`config.mk`:
```
export PLATFORM = sky130hd
export DESIGN_NAME = qla_ctrl_top
export DESIGN_NICKNAME = d
export VERILOG_FILES = /design/src/qla_pkg.sv /design/src/adc_frontend.sv /design/src/safety_check.sv /design/src/data_buffer.sv /design/src/host_regs.sv /design/src/qla_ctrl_top.sv
export SDC_FILE = /design/constraint.sdc
export NUM_CORES = 1
export LEC_CHECK = 0
export BUFFER_PORTS_ARGS = -buffer_cell sky130_fd_sc_hd__buf_4
export CAP_MARGIN = 0
export CORE_MARGIN = 1.5
export CORE_UTILIZATION = 30
export CTS_CLUSTER_DIAMETER = 80
export DETAILED_ROUTE_END_ITERATION = 10
export GPL_TIMING_DRIVEN = 0
export SKIP_LAST_GASP = 1
export SLEW_MARGIN = 20
export SYNTH_ARGS = -nofsm -noshare
export SYNTH_HDL_FRONTEND = slang
export SYNTH_SLANG_ARGS = --single-unit
```
`constraint.sdc`:
```
create_clock -name sysclk -period 4.9 [get_ports sysclk]
set_clock_uncertainty 0.1 [all_clocks]
set_input_delay 0.735 -clock sysclk [delete_from_list [all_inputs] [get_ports sysclk]]
set_output_delay 0.735 -clock sysclk [all_outputs]
set_load 0.005 [all_outputs]
```
`src/qla_pkg.sv`:
```
`default_nettype none

package qla_pkg;

    // ----------------------------------------
    // board geometry
    // ----------------------------------------
    localparam int NUM_AXES = 4;
    localparam int CUR_W    = 16;               // dac / adc word width

    // offset binary, zero current sits here
    localparam logic [CUR_W-1:0] CUR_MID       = 16'h8000;
    localparam logic [CUR_W-1:0] SAFETY_MARGIN = 16'd512;  // counts above 2x cmd

    localparam int BUF_DEPTH = 64;
    localparam int BUF_AW    = 6;

    // ----------------------------------------
    // address map
    // ----------------------------------------
    localparam logic [3:0] ADDR_MAIN     = 4'h0;   // board + per-axis regs
    localparam logic [3:0] ADDR_DATA_BUF = 4'hD;   // feedback buffer

    // channel 0 offsets
    localparam logic [3:0] REG_STATUS   = 4'd0;
    localparam logic [3:0] REG_BOARD_ID = 4'd1;

    // channel 1..4 offsets
    localparam logic [3:0] OFF_DAC_CTRL = 4'd0;
    localparam logic [3:0] OFF_ADC_DATA = 4'd1;

    // data buffer indices
    localparam logic [11:0] BUF_CTRL = 12'd0;
    localparam logic [11:0] BUF_DATA = 12'd1;   // read pops

    // ----------------------------------------
    // bus and sample types
    // ----------------------------------------
    typedef struct packed {
        logic [15:0] paddr;
        logic        psel;
        logic        penable;
        logic        pwrite;
        logic [31:0] pwdata;
    } apb_req_t;

    typedef struct packed {
        logic [31:0] prdata;
        logic        pready;
        logic        pslverr;
    } apb_rsp_t;

    // main space: space / pad / chan / off
    typedef struct packed {
        logic [3:0] space;
        logic [3:0] pad;
        logic [3:0] chan;     // 0 = board, 1..4 = axis
        logic [3:0] off;
    } reg_main_t;

    // buffer space: space / flat index
    typedef struct packed {
        logic [3:0]  space;
        logic [11:0] index;
    } reg_buf_t;

    typedef union packed {
        reg_main_t main_view;
        reg_buf_t  buf_view;
    } reg_addr_u;

    typedef logic [NUM_AXES-1:0][CUR_W-1:0] cur_vec_t;

    typedef struct packed {
        logic     valid;      // one cycle per frame
        cur_vec_t cur;        // raw feedback words
        cur_vec_t mag;        // distance from midscale
    } fb_sample_t;

    typedef struct packed {
        logic       run;
        logic [1:0] chan;     // axis being recorded
        logic       clear;    // single-cycle
    } buf_cfg_t;

    // distance of an offset-binary word from zero current
    function automatic logic [CUR_W-1:0] cur_mag(input logic [CUR_W-1:0] code);
        if (code >= CUR_MID)
            return code - CUR_MID;
        else
            return CUR_MID - code;
    endfunction

endpackage

`default_nettype wire

```
`src/adc_frontend.sv`:
```
`timescale 1ns/100ps
`default_nettype none

module adc_frontend import qla_pkg::*; (
    input  wire logic     sysclk,
    input  wire logic     rst_n,
    input  wire logic     adc_valid,
    input  wire cur_vec_t adc_frame,
    output fb_sample_t    fb
);

    // ----------------------------------------
    // frame capture
    // ----------------------------------------
    logic     valid_q;      // strobe one cycle after the frame edge
    cur_vec_t cur_q;        // latched feedback words
    cur_vec_t mag_q;        // per-axis magnitude

    // one strobe per latched frame
    always_ff @(posedge sysclk or negedge rst_n) begin
        if (!rst_n) begin
            valid_q <= 1'b0;
        end else begin
            valid_q <= adc_valid;
        end
    end

    // hold the last frame until the next one arrives
    always_ff @(posedge sysclk) begin
        if (adc_valid) begin
            cur_q <= adc_frame;
            for (int i = 0; i < NUM_AXES; i++) begin
                mag_q[i] <= cur_mag(adc_frame[i]);   // same edge as the raw word
            end
        end
    end

    // ----------------------------------------
    // outgoing sample
    // ----------------------------------------
    // safety check, buffer and readback all see this one copy
    assign fb = '{valid: valid_q, cur: cur_q, mag: mag_q};

endmodule

`default_nettype wire

```
`src/safety_check.sv`:
```
`timescale 1ns/100ps
`default_nettype none

module safety_check import qla_pkg::*; (
    input  wire logic                sysclk,
    input  wire logic                rst_n,
    input  wire fb_sample_t          fb,
    input  wire cur_vec_t            cmd,
    input  wire logic [NUM_AXES-1:0] clear_trip,
    output logic      [NUM_AXES-1:0] amp_disable
);

    // ----------------------------------------
    // limit compare
    // ----------------------------------------
    logic [NUM_AXES-1:0][CUR_W:0]   cmd_x2;   // 2x command magnitude, one bit wider
    logic [NUM_AXES-1:0][CUR_W+1:0] limit;    // plus margin
    logic [NUM_AXES-1:0]            over;     // trip request this cycle

    always_comb begin
        for (int i = 0; i < NUM_AXES; i++) begin
            cmd_x2[i] = {cur_mag(cmd[i]), 1'b0};
            limit[i]  = {1'b0, cmd_x2[i]} + {2'b00, SAFETY_MARGIN};
            // only judge a fresh frame
            over[i]   = fb.valid && ({2'b00, fb.mag[i]} > limit[i]);
        end
    end

    // ----------------------------------------
    // disable latch
    // ----------------------------------------
    // a trip in the same cycle beats the host clear
    always_ff @(posedge sysclk or negedge rst_n) begin
        if (!rst_n) begin
            amp_disable <= '0;
        end else begin
            amp_disable <= (amp_disable & ~clear_trip) | over;
        end
    end

endmodule

`default_nettype wire

```
`src/data_buffer.sv`:
```
`timescale 1ns/100ps
`default_nettype none

module data_buffer import qla_pkg::*; (
    input  wire logic             sysclk,
    input  wire logic             rst_n,
    input  wire fb_sample_t       fb,
    input  wire buf_cfg_t         cfg,
    input  wire logic             pop,
    output logic      [CUR_W-1:0] head,
    output logic      [BUF_AW:0]  count,
    output logic                  overflow
);

    // ----------------------------------------
    // storage and pointers
    // ----------------------------------------
    logic [CUR_W-1:0]  mem [BUF_DEPTH];
    logic [BUF_AW-1:0] wr_ptr;
    logic [BUF_AW-1:0] rd_ptr;
    logic [BUF_AW:0]   cnt;
    logic              empty;
    logic              full;
    logic              push_req;      // sample offered while running
    logic              do_push;
    logic              do_pop;

    assign empty    = (cnt == '0);
    assign full     = (cnt == (BUF_AW+1)'(BUF_DEPTH));
    assign push_req = fb.valid & cfg.run;
    assign do_push  = push_req & ~full;     // full drops the sample
    assign do_pop   = pop & ~empty;         // empty pop is a no-op

    // sample lands on the edge that ends the valid cycle
    always_ff @(posedge sysclk) begin
        if (do_push && !cfg.clear) begin
            mem[wr_ptr] <= fb.cur[cfg.chan];
        end
    end

    always_ff @(posedge sysclk or negedge rst_n) begin
        if (!rst_n) begin
            wr_ptr   <= '0;
            rd_ptr   <= '0;
            cnt      <= '0;
            overflow <= 1'b0;
        end else if (cfg.clear) begin
            wr_ptr   <= '0;      // flush everything
            rd_ptr   <= '0;
            cnt      <= '0;
            overflow <= 1'b0;
        end else begin
            if (do_push) begin
                wr_ptr <= wr_ptr + 1'b1;   // wraps at depth
            end
            if (do_pop) begin
                rd_ptr <= rd_ptr + 1'b1;
            end
            case ({do_push, do_pop})
                2'b10:   cnt <= cnt + 1'b1;
                2'b01:   cnt <= cnt - 1'b1;
                default: cnt <= cnt;       // both or neither
            endcase
            if (push_req && full) begin
                overflow <= 1'b1;          // sticky
            end
        end
    end

    // ----------------------------------------
    // show-ahead output
    // ----------------------------------------
    assign head  = empty ? '0 : mem[rd_ptr];
    assign count = cnt;

endmodule

`default_nettype wire

```
`src/host_regs.sv`:
```
`timescale 1ns/100ps
`default_nettype none

module host_regs import qla_pkg::*; (
    input  wire logic                sysclk,
    input  wire logic                rst_n,
    input  wire apb_req_t            apb_req,
    output apb_rsp_t                 apb_rsp,
    input  wire logic [3:0]          board_id,
    input  wire fb_sample_t          fb,
    input  wire logic [NUM_AXES-1:0] amp_disable,
    input  wire logic [CUR_W-1:0]    head,
    input  wire logic [BUF_AW:0]     count,
    input  wire logic                overflow,
    output cur_vec_t                 cmd,
    output logic      [NUM_AXES-1:0] amp_en,
    output logic      [NUM_AXES-1:0] clear_trip,
    output buf_cfg_t                 cfg,
    output logic                     pop
);

    // ----------------------------------------
    // address decode
    // ----------------------------------------
    reg_addr_u           addr;
    logic                acc;           // apb access phase
    logic                sp_main;
    logic                sp_buf;
    logic                in_map;
    logic                wr_en;
    logic                rd_en;
    logic                status_wr;
    logic [1:0]          axis;          // chan 1..4 -> 0..3
    logic [NUM_AXES-1:0] amp_req;       // host enable mask
    logic                buf_run;
    logic [1:0]          buf_chan;
    logic [31:0]         rdata;

    assign addr    = apb_req.paddr;
    assign acc     = apb_req.psel & apb_req.penable;
    assign sp_main = (addr.main_view.space == ADDR_MAIN);
    assign sp_buf  = (addr.buf_view.space == ADDR_DATA_BUF);
    assign in_map  = (sp_main && addr.main_view.pad == 4'd0 &&
                      addr.main_view.chan <= NUM_AXES) || sp_buf;
    assign wr_en   = acc & apb_req.pwrite & in_map;
    assign rd_en   = acc & ~apb_req.pwrite & in_map;
    assign axis    = 2'(addr.main_view.chan - 4'd1);

    assign status_wr = wr_en && sp_main && addr.main_view.chan == 4'd0 &&
                       addr.main_view.off == REG_STATUS;

    // ----------------------------------------
    // strobes and outputs
    // ----------------------------------------
    assign clear_trip = status_wr ? apb_req.pwdata[NUM_AXES-1:0] : '0;  // re-arm axes
    assign amp_en     = amp_req & ~amp_disable;
    assign pop        = rd_en && sp_buf && addr.buf_view.index == BUF_DATA;
    assign cfg.run    = buf_run;
    assign cfg.chan   = buf_chan;
    assign cfg.clear  = wr_en && sp_buf && addr.buf_view.index == BUF_CTRL &&
                        apb_req.pwdata[3];

    // ----------------------------------------
    // write side
    // ----------------------------------------
    always_ff @(posedge sysclk or negedge rst_n) begin
        if (!rst_n) begin
            cmd      <= {NUM_AXES{CUR_MID}};   // zero current
            amp_req  <= '0;
            buf_run  <= 1'b0;
            buf_chan <= 2'd0;
        end else if (wr_en) begin
            if (status_wr) begin
                amp_req <= apb_req.pwdata[NUM_AXES-1:0];
            end
            if (sp_main && addr.main_view.chan != 4'd0 &&
                addr.main_view.off == OFF_DAC_CTRL) begin
                cmd[axis] <= apb_req.pwdata[CUR_W-1:0];
            end
            if (sp_buf && addr.buf_view.index == BUF_CTRL) begin
                buf_run  <= apb_req.pwdata[0];
                buf_chan <= apb_req.pwdata[2:1];
            end
        end
    end

    // ----------------------------------------
    // read mux, zero for unused offsets
    // ----------------------------------------
    always_comb begin
        rdata = '0;
        if (in_map && sp_main) begin
            if (addr.main_view.chan == 4'd0) begin
                case (addr.main_view.off)
                    REG_STATUS:   rdata[7:0] = {amp_disable, amp_req};
                    REG_BOARD_ID: rdata[3:0] = board_id;
                    default:      rdata = '0;
                endcase
            end else begin
                case (addr.main_view.off)
                    OFF_DAC_CTRL: rdata[CUR_W-1:0] = cmd[axis];
                    OFF_ADC_DATA: rdata[CUR_W-1:0] = fb.cur[axis];   // last frame
                    default:      rdata = '0;
                endcase
            end
        end else if (in_map && sp_buf) begin
            case (addr.buf_view.index)
                BUF_CTRL: begin
                    rdata[0]     = buf_run;
                    rdata[2:1]   = buf_chan;
                    rdata[8]     = overflow;
                    rdata[22:16] = count;
                end
                BUF_DATA: rdata[CUR_W-1:0] = head;   // popped at end of access
                default:  rdata = '0;
            endcase
        end
    end

    assign apb_rsp.prdata  = rdata;
    assign apb_rsp.pready  = 1'b1;              // zero wait states
    assign apb_rsp.pslverr = acc & ~in_map;

endmodule

`default_nettype wire

```
`src/qla_ctrl_top.sv`:
```
`timescale 1ns/100ps
`default_nettype none

module qla_ctrl_top import qla_pkg::*; (
    input  wire logic                sysclk,
    input  wire logic                rst_n,
    input  wire apb_req_t            apb_req,
    output apb_rsp_t                 apb_rsp,
    input  wire logic                adc_valid,
    input  wire cur_vec_t            adc_frame,
    input  wire logic [3:0]          board_id,
    output cur_vec_t                 dac_cmd,
    output logic      [NUM_AXES-1:0] amp_en
);

    // ----------------------------------------
    // internal nets
    // ----------------------------------------
    fb_sample_t          fb;
    logic [NUM_AXES-1:0] clear_trip;
    logic [NUM_AXES-1:0] amp_disable;
    buf_cfg_t            cfg;
    logic                pop;
    logic [CUR_W-1:0]    head;
    logic [BUF_AW:0]     count;
    logic                overflow;

    // adc frame -> feedback sample
    adc_frontend u_adc (
        .sysclk    (sysclk),
        .rst_n     (rst_n),
        .adc_valid (adc_valid),
        .adc_frame (adc_frame),
        .fb        (fb)
    );

    // overcurrent trip per axis
    safety_check u_safe (
        .sysclk      (sysclk),
        .rst_n       (rst_n),
        .fb          (fb),
        .cmd         (dac_cmd),
        .clear_trip  (clear_trip),
        .amp_disable (amp_disable)
    );

    data_buffer u_buf (
        .sysclk   (sysclk),
        .rst_n    (rst_n),
        .fb       (fb),
        .cfg      (cfg),
        .pop      (pop),
        .head     (head),
        .count    (count),
        .overflow (overflow)
    );

    // apb register block, drives the dac words directly
    host_regs u_regs (
        .sysclk      (sysclk),
        .rst_n       (rst_n),
        .apb_req     (apb_req),
        .apb_rsp     (apb_rsp),
        .board_id    (board_id),
        .fb          (fb),
        .amp_disable (amp_disable),
        .head        (head),
        .count       (count),
        .overflow    (overflow),
        .cmd         (dac_cmd),
        .amp_en      (amp_en),
        .clear_trip  (clear_trip),
        .cfg         (cfg),
        .pop         (pop)
    );

endmodule

`default_nettype wire

```
* After elaboration in Yosys (flattened, before gate mapping)
Memory sizes are Yosys's and may differ from the RTL's.
Cells that the tools add are included.
** Operators by class
- Bitwise logic cells :: 18
- Reductions and logical operators :: 38
- Magnitude comparators :: 16
- Muxes and demuxes :: 40
- $add $sub $neg :: 25
- Eq/ne operators :: 6
** Operators by type and width (number)
- $mux W16 :: 14
- $ge A16 B16 Y1 const B :: 8
- $sub A16 B16 Y16 const A :: 8
- $sub A16 B16 Y16 const B :: 8
- $bmux W16 S2 :: 3
- $add A17 B10 Y18 const B :: 4
- $gt A16 B18 Y1 :: 4
- $bwmux W64 :: 1
- $demux W16 S2 :: 1
- $mux W32 :: 1
- $pmux W16 S2 :: 1
- $mux W6 :: 4
- $mux W23 :: 1
- $logic_and A1 B1 Y1 :: 22
- $mux W7 :: 3
- $logic_not A4 Y1 :: 4
- $pmux W7 S2 :: 1
- $add A6 B1 Y6 const B :: 2
- $eq A12 B1 Y1 const B :: 1
- $logic_not A12 Y1 :: 1
- $and A1 B1 Y1 :: 9
- $and A4 B4 Y4 :: 2
- $mux W4 :: 2
- $not A4 Y4 :: 2
- 25 further kinds :: 36
** Storage, ports and cells
- Memories kept :: 1
- Register bits :: 224
- Logic and storage cells :: 165
- Bits in writable memories :: 1024
- Input bits :: 122
- Output and inout bits :: 102
** Memory list
- u_buf.mem :: depth 64, width 16, rd ports 1, clocked after Yosys merged registers in 0, wr ports 1, line data_buffer.sv:18 : logic [CUR_W-1:0] mem [BUF_DEPTH];

* Depth between registers and ports, before layout
Gate-level depths: netlist (run 1).
- Depth in word-level cells :: 12
- Mapped depth :: 17
- Mapped depth without buffers :: 16

* By module
Synthesis (run 1) repeated with hierarchy kept, for this count alone.
** Second synthesis, totals
- Cells, all modules :: 2980
- Area, all modules :: 53935.5 um2
** Modules (own cells, without submodules)
- data_buffer :: area each 40857.9 um2, times used 1, cells an instance 1810, seq. area each 31250.0 um2
- adc_frontend :: area each 5103.6 um2, times used 1, cells an instance 328, seq. area each 3748.6 um2
- host_regs :: area each 4314.1 um2, times used 1, cells an instance 321, seq. area each 1781.7 um2
- safety_check :: area each 3659.8 um2, times used 1, cells an instance 521, seq. area each 100.1 um2

* Worst setup path after synthesis (run 1)
Ideal clock, no wire load.
- Path type :: input -> register
- From :: input port apb_req[39] (netlist bit)
- To :: register u_buf.cnt[6] (netlist: u_buf.count[6])
- Cell stages on the path :: 16
- Path buffers :: 3
- Path slack :: 0.466 ns
- Data arrival time :: 4.213 ns
- Path through :: buf_2 > buf_2 > buf_2 > inv_1 > ha_1 > nor3b_4 > nand3_1 > nor4b_4 > ha_1 > ha_1 > a21oi_1 > o21bai_1 > a211o_1 > o311ai_0 > xnor2_1 > nor2_1
** On the way
- Longest elaborated chain between the ends :: 10
- Elaborated cells between the ends (all ways) :: 18
** Ends and longest elaborated chain
- start, declared :: line qla_ctrl_top.sv:7 : input wire apb_req_t apb_req,
- $le A4 B3 Y1 :: line host_regs.sv:44 : addr.main_view.chan <= NUM_AXES) || sp_buf;
- $logic_and A1 B1 Y1 :: line host_regs.sv:43 : assign in_map = (sp_main && addr.main_view.pad == 4'd0 &&
- $logic_or A1 B1 Y1 :: line host_regs.sv:44
- $and A1 B1 Y1 :: line host_regs.sv:46 : assign rd_en = acc & ~apb_req.pwrite & in_map;
- $logic_and A1 B1 Y1 (2 in a row) :: line host_regs.sv:57 : assign pop = rd_en && sp_buf && addr.buf_view.index == BUF_DATA;
- $and A1 B1 Y1 :: line data_buffer.sv:32 : assign do_pop = pop & ~empty;
- $eq A2 B1 Y1 or $eq A2 B2 Y1 (tied branches) :: line data_buffer.sv:59 : case ({do_push, do_pop})
- $pmux W7 S2 :: line data_buffer.sv:59
- $mux W7 :: line data_buffer.sv:47 : end else if (cfg.clear) begin
- end signal, assigned :: line data_buffer.sv:60 : 2'b10: cnt <= cnt + 1'b1;
- end signal, assigned :: line data_buffer.sv:61 : 2'b01: cnt <= cnt - 1'b1;
- end signal, assigned :: line data_buffer.sv:62 : default: cnt <= cnt;
- end, declared :: line data_buffer.sv:21 : logic [BUF_AW:0] cnt;
Parallel ways exist; a longest one is shown, timed or not.
A chain may end at the register's enable or synchronous reset.

==> summary.md, run 1 <==
| Metric | Value |
|---|---|
| Run status | finished with violations |
| Failing checks | negative setup slack |
| Count of pins on the block boundary | 224 |
| Worst hold slack across all endpoints | 54.6 ps |
| Mean Syn Cell Area | 17.5 µm² |
| Fraction of layout instances using a drive strength above 1 | 28.1% |
| Final-report max-slew violation count | 0 |
| Initial antenna violation count | 11 |
| Antenna violation net count after detailed routing | 0 |
| Drt first pass iters | 5 |
| Sw power | 4.90 mW |
| Overall routing resource usage | about a fifth |
| Max Root-Sink Buffers | 3 |
| Site Rows | approximately 150 |
| Clock transition time at the flip-flop clock pins of the worst setup and hold paths | 60 ps |
| Mean number of vias per cell | 5.47 |
| Placed standard-cell area | 59000 µm² |
| Async set-reset flop share out of synthesis | 7.72% |
| Met2 track demand over resource in global routing | 29.3% |
| Total via count after detailed routing | 32300 |
| Detailed-route wire length per cell | 29.4 µm |
| Number of failing setup endpoints in the final timing report | 8 |
| Global-route wire length before repair | between 200 and 250 mm |
| Global routing usage on met3 | 3.88% |
| Setup tns final | -182 ps |
| Floorplan die area | 181000 µm² |
| Met1 Track Usage GR | 25.7% |
| Maximum number of pins on one net before global-route repair | between 90 and 100 |
| Post-route fraction of the period consumed by the critical path | 102% |
| Maximum clock frequency | 201 MHz |
| Power per cell area | roughly 350 nW/µm² |
| Number of synthesized flops with an enable pin | 1148 |
| Clock buffer count from CTS | 133 |
| Synthesized netlist cell count | 3071 |
| Max-Cap Viols | 0 |
| Residual DRC | 0 |
| Leak pwr | 20.7 nW |
| Most Crowded Layer GR | met2 |
| Depth of the CTS H-tree | 4 |
| Most common flop cell mapped by yosys | sky130_fd_sc_hd__edfxtp_1 |
| Overflow left after global routing | 0 |
| Yosys top cell area share | 64.3% |
| Data required, critical path | 4070 ps |
| Count of clock tree sinks | 1244 |
| Warnings from Yosys | 0 |
| Fraction of power consumed by sequential logic | between 50% and 60% |
| Via count of the first global-routing pass | 30800 |
| Arr. time, crit path | 4150 ps |
| Clock network power share | between 40% and 50% |
| Wirelength, routed | 174 mm |
| Starting Density | 30.3% |
| Core Footprint | 177000 µm² |
| Clock latency of the later-clocked register in the worst-skew pair | 790 ps |
| Kind of end point of the critical path | output port |
| Slew Limit Headroom | 20.2% |
| Total number of nets in the final design | 3662 |
| Min Tclk post-route | 4990 ps |
| Largest cells by area after synthesis | sky130_fd_sc_hd__edfxtp_1 64%, sky130_fd_sc_hd__mux4_2 11%, sky130_fd_sc_hd__dfrtp_1 4.3% |
| Register bit total from synthesis | 1244 |
| Die Height | between 400 and 500 µm |
| P&R area growth vs syn | 18.8% |
| Power share of the combinational group | 3.3% |
| TritonCTS clock tree | built |
| Area of all placed cells without fillers | 63700 µm² |
| Critical path startpoint category | register |
| Switching Fraction | 21.9% |
| Maximum vdd ir drop | 330 µV |
| Internal power consumption | 17.4 mW |
| Port Buffer Count | 197 |
| Final weighted congestion in routability-driven placement | 0.939 |
| Post-synth cell types | 78 |
| Clock root buffer | sky130_fd_sc_hd__clkbuf_16 |
| Synthesized cell area | ~54000 µm² |
| Post-route worst setup slack | -87.5 ps |
| Sum of net half-perimeters after detailed placement | approximately 120 mm |
| Worst min-delay path category | primary input to register |
| Die width | 426 µm |
| Commonest cells after routing, fill and taps aside | 1148 x sky130_fd_sc_hd__edfxtp_1, 241 x sky130_fd_sc_hd__mux4_2, 236 x sky130_fd_sc_hd__buf_4 |
| Most common cell after layout, fill and taps aside | sky130_fd_sc_hd__edfxtp_1 |
| DRC violation total after the first TritonRoute iteration | 4561 |
| RSZ-0062 raised after global routing | yes |
| Largest fanout of any net on the critical path | 10 |
| Total count of hold-check failures in the final report | 0 |
| Cell type with the largest total area after synthesis | sky130_fd_sc_hd__edfxtp_1 |
| Path type of the worst setup path | register to output port |
| Sequential fraction of the synthesis area | 68.8% |
| Worst Max-Slew Pin Slew | 1200 ps |
-- flip-flops by register name, indices dropped and copies added, names as in the netlist --
| signal | cells |
|---|---|
| u_buf.mem | 1024 |
| u_adc.fb | 124 |
| u_regs.cmd | 64 |
| u_buf.count | 7 |
| u_buf.rd_ptr | 6 |
| u_buf.wr_ptr | 6 |
| u_regs.amp_req | 4 |
| u_safe.amp_disable | 4 |
| u_regs.buf_chan | 2 |
| u_adc.valid_q | 1 |
| u_buf.overflow | 1 |
| u_regs.buf_run | 1 |
-- metrics by stage --
stage	util (%)	cells	power (mW)	setup slack [ps]
final	36.0	5906	22.3	-87.5
after global routing	36.0	5903	22.9	0.206
after CTS	36.0	5902	22.4	-47.9
after detailed placement	33.4	5660	12.8	-1540
after global placement	32.8	5616	12.8	-1940
after floorplan	-	3079	12.4	466
-- logic make-up after synthesis --
kind of cell / share of synthesized area (%)
flops: 68.8
simple gates: 4.97
buf+inv: 1.99
compound gates: 4.79
other cells: 0.0140
fa+ha+maj: 2.00
xor+xnor: 2.25
mux: 15.2
-- cell usage after synthesis, types with 13 or more instances --
library cell and instances:
sky130_fd_sc_hd__nor2b_1 22, sky130_fd_sc_hd__buf_6 21, sky130_fd_sc_hd__buf_4 20, sky130_fd_sc_hd__mux2i_1 147
sky130_fd_sc_hd__dfrtp_1 92, sky130_fd_sc_hd__o22ai_1 30, sky130_fd_sc_hd__nand4_1 18, sky130_fd_sc_hd__a211oi_1 30
sky130_fd_sc_hd__nor3_1 52, sky130_fd_sc_hd__nor2_1 229, sky130_fd_sc_hd__a31oi_1 23, sky130_fd_sc_hd__a22o_1 14
sky130_fd_sc_hd__and2_1 18, sky130_fd_sc_hd__nand3_1 30, sky130_fd_sc_hd__nand2_1 79, sky130_fd_sc_hd__ha_1 84
sky130_fd_sc_hd__a21oi_1 88, sky130_fd_sc_hd__xor2_1 64, sky130_fd_sc_hd__o221ai_1 24, sky130_fd_sc_hd__inv_1 45
sky130_fd_sc_hd__o21ai_0 30, sky130_fd_sc_hd__a22oi_1 31, sky130_fd_sc_hd__clkbuf_1 69, sky130_fd_sc_hd__edfxtp_1 1148
sky130_fd_sc_hd__buf_1 13, sky130_fd_sc_hd__buf_2 41, sky130_fd_sc_hd__nor4_1 21, sky130_fd_sc_hd__xnor2_1 74
sky130_fd_sc_hd__mux4_2 257, sky130_fd_sc_hd__mux2_2 73
-- layout make-up --
cell class / instances / area (µm²)
Clock inverter: 72 / 598
Antenna cell: 4 / 10.0
Tap cell: 2340 / 2930
Timing Repair Buffer: 243 / 2110
Buffer: 162 / 1080
Fill cell: 16600 / 113000
Inverter: 45 / 169
Multi-Input combinational cell: 1626 / 16400
Sequential cell: 1244 / 36900
Clock buffer: 170 / 3560
-- power by group through the flow --
stage               combinational [mW]  clock (mW)  sequential (mW)
global route                     0.804        10.2             11.9
floorplan                        0.344           0             12.0
global placement                 0.703           0             12.1
CTS                              0.745        9.82             11.9
finish                           0.739        9.74             11.9
detailed placement               0.736           0             12.1
-- critical path: stages, from the launching register on --
cell and delay (ps):
sky130_fd_sc_hd__dfrtp_1 780, sky130_fd_sc_hd__clkbuf_1 940, sky130_fd_sc_hd__o221ai_2 430, sky130_fd_sc_hd__a21oi_1 230
sky130_fd_sc_hd__a211o_1 220, sky130_fd_sc_hd__o211ai_1 430, sky130_fd_sc_hd__buf_4 310
-- layer usage --
layer / vias up / share of wire [%]
li1: 13200 / -
met1: 16900 / 40
met2: 1831 / 46
met3: 373 / 9.5
met4: 6 / 5.2
met5: - / 0.024
-- worst paths after layout --
path                            depth (start not counted)  slack (ps)                     startpoint                             to
worst max-delay path                                    6         -90    u_buf.rd_ptr[4]$_DFFE_PN0P_                     apb_rsp[2]
worst min-delay path                                    1          50                  adc_frame[48]         u_adc.fb[48]$_DFFE_PP_
worst max register to register                          7         330        u_adc.valid_q$_DFF_PN0_     u_buf.mem[19][9]$_DFFE_PP_
worst min register to register                          2         400  u_regs.amp_req[3]$_DFFE_PN0P_  u_regs.amp_req[3]$_DFFE_PN0P_
max in group asynchronous                               2        3470                          rst_n    u_buf.wr_ptr[4]$_DFFE_PN0P_
min in group asynchronous                               2         530                          rst_n     u_regs.cmd[57]$_DFFE_PN0P_
-- timing repair --
item | 4_1_cts | 5_1_grt
resized for setup | 126 | 18
setup endpoints to repair | 16 | 10
pin swaps | 6 | 0
buffers inserted | 1 | 0
hold endpoints to repair | 46 | 0
hold buffers | 1 | 0
(Power assumes the default switching activity.)
==> inputs of run 2 (changes only) <==
--- a/config.mk
+++ b/config.mk
@@ -16,4 +16,5 @@
 export SLEW_MARGIN = 20
 export SYNTH_ARGS = -nofsm -noshare
 export SYNTH_HDL_FRONTEND = slang
+export SYNTH_HIERARCHICAL = 1
 export SYNTH_SLANG_ARGS = --single-unit
==> run 2 against run 1 <==
  * The run now ends clean
  * Critical path depth grew 3
  * Synthesized cell count shrank 3.0%
  * Via count shrank 4.9%
  * Sequential share of layout area shrank 0.38 points
  * Synthesized area grew 0.59%
  * Worst hold slack gained 30 ps
==> summary.md, run 2 <==
| Metric | Value |
|---|---|
| Max-Cap Viols | 0 (unchanged) |
| Largest fanout of any net on the critical path | 10 (unchanged) |
| Clock latency of the later-clocked register in the worst-skew pair | 770 ps (-20 ps) |
| Starting Density | 30.2% (-0.12 points) |
| Total via count after detailed routing | 30700 (-4.9%) |
| Count of placed standard cells in the final layout, fillers left out | 5809 (-1.6%) |
| Number of failing setup endpoints in the final timing report | 0 (-8) |
| Warnings from Yosys | 6 (+6) |
| Run status | finished, final reports clean |
| Core Footprint | 179000 µm² (+0.98%) |
| Slowest library cell on the worst path | sky130_fd_sc_hd__a211oi_1 |
| Fraction of synthesized area in multiplexers | 16.6% (+1.4 points) |
| Floorplan die area | 182000 µm² (+0.58%) |
| Number of filler cells placed in the layout | 16500 (-0.74%) |
| Residual DRC | 0 (unchanged) |
| Sequential fraction of the synthesis area | 68.4% (-0.40 points) |
| Port Buffer Count | 197 (unchanged) |
| RSZ-0062 raised after global routing | yes |
| Synthesized cell area | 53900 µm² (+0.59%) |
| Die width | 427 µm (+0.29%) |
| Most common cell in the netlist | sky130_fd_sc_hd__edfxtp_1 |
| Initial antenna violation count | 8 (-3) |
| Worst Max-Slew Pin Slew | 1190 ps (-7.50 ps) |
| Maximum clock frequency | 205 MHz (+2.4%) |
| Leak pwr | 20.8 nW (+0.35%) |
| Cell type with the largest total area after synthesis | sky130_fd_sc_hd__edfxtp_1 |
| Hold Path Depth | 1 (unchanged) |
| Depth of the CTS H-tree | 4 (unchanged) |
| Clock buffer count from CTS | 130 (-2.3%) |
| Max Root-Sink Buffers | 3 (unchanged) |
| Simple-gate portion of the synthesized area | 5.26% (+0.29 points) |
| Synthesized netlist cell count | 2980 (-3.0%) |
| Worst min-delay path category | primary input to register |
| Largest cells by area after synthesis | sky130_fd_sc_hd__edfxtp_1 64%, sky130_fd_sc_hd__mux4_2 14%, sky130_fd_sc_hd__dfrtp_1 4.3% |
| Overall routing resource usage | 17.3% (-1.7 points) |
| Placed instance count | 5565 (-1.7%) |
| Count of pins on the block boundary | 224 (unchanged) |
| Sum of net half-perimeters after detailed placement | 109 mm (-8.4%) |
| Count of clock tree sinks | 1244 (unchanged) |
| Antenna violation net count after detailed routing | 0 (unchanged) |
| Maximum number of pins on one net before global-route repair | 97 (unchanged) |
| Commonest cells after routing, fill and taps aside | 1148 x sky130_fd_sc_hd__edfxtp_1, 327 x sky130_fd_sc_hd__mux4_2, 237 x sky130_fd_sc_hd__buf_4 |
| Dominant combinational cell family by area after synthesis | multiplexers |
| Most common flop cell mapped by yosys | sky130_fd_sc_hd__edfxtp_1 |
| Path type of the worst setup path | register to output port |
| Power per cell area | 349 nW/µm² (-0.61%) |
| Xor-xnor portion of the synthesized cell area | 2.16% (-0.094 points) |
| Fraction of layout instances using a drive strength above 1 | 31.8% (+3.7 points) |
| Cell-by-cell listing of the critical path | inv_2 > clkdlybuf4s15_2 > nand2_1 > o22ai_1 > a211oi_1 > a22oi_1 > nand2_1 > a221o_1 > buf_4 |
| Arr. time, crit path | 4040 ps (-110 ps) |
| Site Rows | 155 (+0.65%) |
| Number of cells traversed by the worst register-to-register path | 18 (+11) |
| Final Power | 22.3 mW (about the same) |
| Biggest register | u_buf/mem |
| Overflow left after global routing | 0 (unchanged) |
| Multi-input gate area in the final layout | 16800 µm² (+2.6%) |
| Maximum vdd ir drop | 261 µV (-21%) |
| Number of flip-flops under the largest register name | 1024 (unchanged) |
| Number of synthesized flops with an enable pin | 1148 (unchanged) |
| Final-report max-slew violation count | 0 (unchanged) |
| Mean number of vias per cell | 5.29 (-3.3%) |
| Register bit total from synthesis | 1244 (unchanged) |
| TritonCTS clock tree | built |
| DRC violation total after the first TritonRoute iteration | 3517 (-23%) |
| Drt first pass iters | 6 (+1) |
| P&R area growth vs syn | 18.9% (about the same) |
| Clock root buffer | sky130_fd_sc_hd__clkbuf_16 |
| Min Tclk post-route | 4870 ps (-115 ps) |
| Async set-reset flop share out of synthesis | 7.72% (unchanged) |
| Most common cell after layout, fill and taps aside | sky130_fd_sc_hd__edfxtp_1 |
| Data required, critical path | 4070 ps (about the same) |
| Total number of nets in the final design | 3554 (-2.9%) |
| Share of synthesized cell area in full adder, half adder and majority cells | 1.86% (-0.14 points) |
| Register area | 36900 µm² (about the same) |
| Mean Syn Cell Area | 18.1 µm² (+3.7%) |
| Post-route fraction of the period consumed by the critical path | 99.4% (-2.4 points) |
| Via count of the first global-routing pass | 30000 (-2.5%) |
| Clock transition time at the flip-flop clock pins of the worst setup and hold paths | 60 ps (about the same) |
| Die Height | 427 µm (+0.29%) |
| Post-synth cell types | 85 (+9.0%) |
| Global-route wire length before repair | 224 mm (-7.1%) |
| Final weighted congestion in routability-driven placement | 0.887 (-5.6%) |
| Detailed-route wire length per cell | 27.5 µm (-6.5%) |
| Post-synthesis compound-gate area fraction | 3.83% (-0.96 points) |
| Crit path top cell by count | sky130_fd_sc_hd__nand2_1 |
| Yosys top cell area share | 63.9% (-0.37 points) |
| Critical path startpoint category | register |
| Wirelength, routed | 160 mm (-8.0%) |
| Slew Limit Headroom | 20.4% (+0.21 points) |
| Total count of hold-check failures in the final report | 0 (unchanged) |
| Delay of the slowest critical-path stage | 780 ps (-160 ps) |
| Most used standard cells in the synthesized netlist | 1148 x sky130_fd_sc_hd__edfxtp_1, 343 x sky130_fd_sc_hd__mux4_2, 202 x sky130_fd_sc_hd__nor2_1 |
| Kind of end point of the critical path | output port |
## run 2: cell types whose count changed after synthesis, moves of 13 or more
cell / before / now
sky130_fd_sc_hd__nor2_1: 229 / 202
sky130_fd_sc_hd__o221ai_1: 24 / 2
sky130_fd_sc_hd__o21ai_0: 30 / 48
sky130_fd_sc_hd__xnor2_1: 74 / 61
sky130_fd_sc_hd__mux2i_1: 147 / 32
sky130_fd_sc_hd__mux4_2: 257 / 343
sky130_fd_sc_hd__nand2_1: 79 / 98
## run 2: worst paths after layout
check / start / endpoint / slack, ps
worst max-delay path: u_buf/rd_ptr[2]$_DFFE_PN0P_ / apb_rsp[3] / 30
min in group asynchronous: rst_n / u_buf/count[0]$_DFFE_PN0P_ / 520
worst max register to register: u_regs/cmd[53]$_DFFE_PN0P_ / u_safe/amp_disable[3]$_DFF_PN0_ / 290
max in group asynchronous: rst_n / u_regs/cmd[37]$_DFFE_PN0P_ / 3440
worst min register to register: u_buf/overflow$_DFFE_PN0P_ / u_buf/overflow$_DFFE_PN0P_ / 400
worst min-delay path: adc_frame[3] / u_adc/fb[67]$_DFFE_PP_ / 80
## run 2: timing repair
| action | in CTS | in global routing |
|---|---|---|
| pin swaps | 3 | 3 |
| hold buffers | 1 | 0 |
| hold endpoints to repair | 28 | 0 |
| buffers inserted | 8 | 1 |
| gates resized for setup | 169 | 54 |
| gates cloned | 0 | 1 |
| endpoints found under the setup margin | 992 | 378 |
## run 2: metal layers
metal,track usage (%),share of wire (%)
met5,0,0.032
met2,28.4,48
met3,3.48,7.7
met1,22.4,40
met4,7.04,4.1
## run 2: kinds of logic after synthesis
family	count (synthesis)
flip-flops	1244
AND/OR/NAND/NOR	544
multiplexers	452
AO/OA/AOI/OAI	314
buffers and inverters	211
XOR/XNOR	133
adder cells (fa/ha/maj)	80
other	2
## run 2: power by group
part | internal, mW | switching (mW) | leakage (nW)
registers | 11.8 | 0.0709 | 11.7
clock network | 5.55 | 4.21 | 2.01
logic | 0.234 | 0.498 | 7.10
total | 17.6 | 4.78 | 20.8
## run 2: cell type report
class / instances / area share [%]
diodes: 3 / 0.0117
plain buffers: 155 / 1.82
clock buffers: 163 / 5.33
clock inverters: 68 / 1.20
inverters: 54 / 0.316
multi-input cells: 1533 / 26.2
flip-flops and latches: 1244 / 57.5
well taps: 2355 / 4.60
repair buffers: 234 / 3.03
## run 2: critical path: cells and delay by family (launching register included)
kind / cells / cell delay (ps)
compound gates: 4 / 1310
buf+inv: 3 / 810
simple gates: 2 / 570
flops: 1 / 570
## run 2: through the flow
step	setup TNS (ps)	setup slack [ps]	utilization, %	hold WS [ps]	cell area (µm²)
after CTS	-508	-96.0	35.8	36.3	63900
after global routing	-288	-54.4	35.9	63.0	64100
after floorplan	0	12.3	-	339	54000
after detailed placement	-1039060	-1460	33.1	390	59100
final	0	27.7	35.9	84.4	64100
after global placement	-1490460	-1760	32.7	395	58400
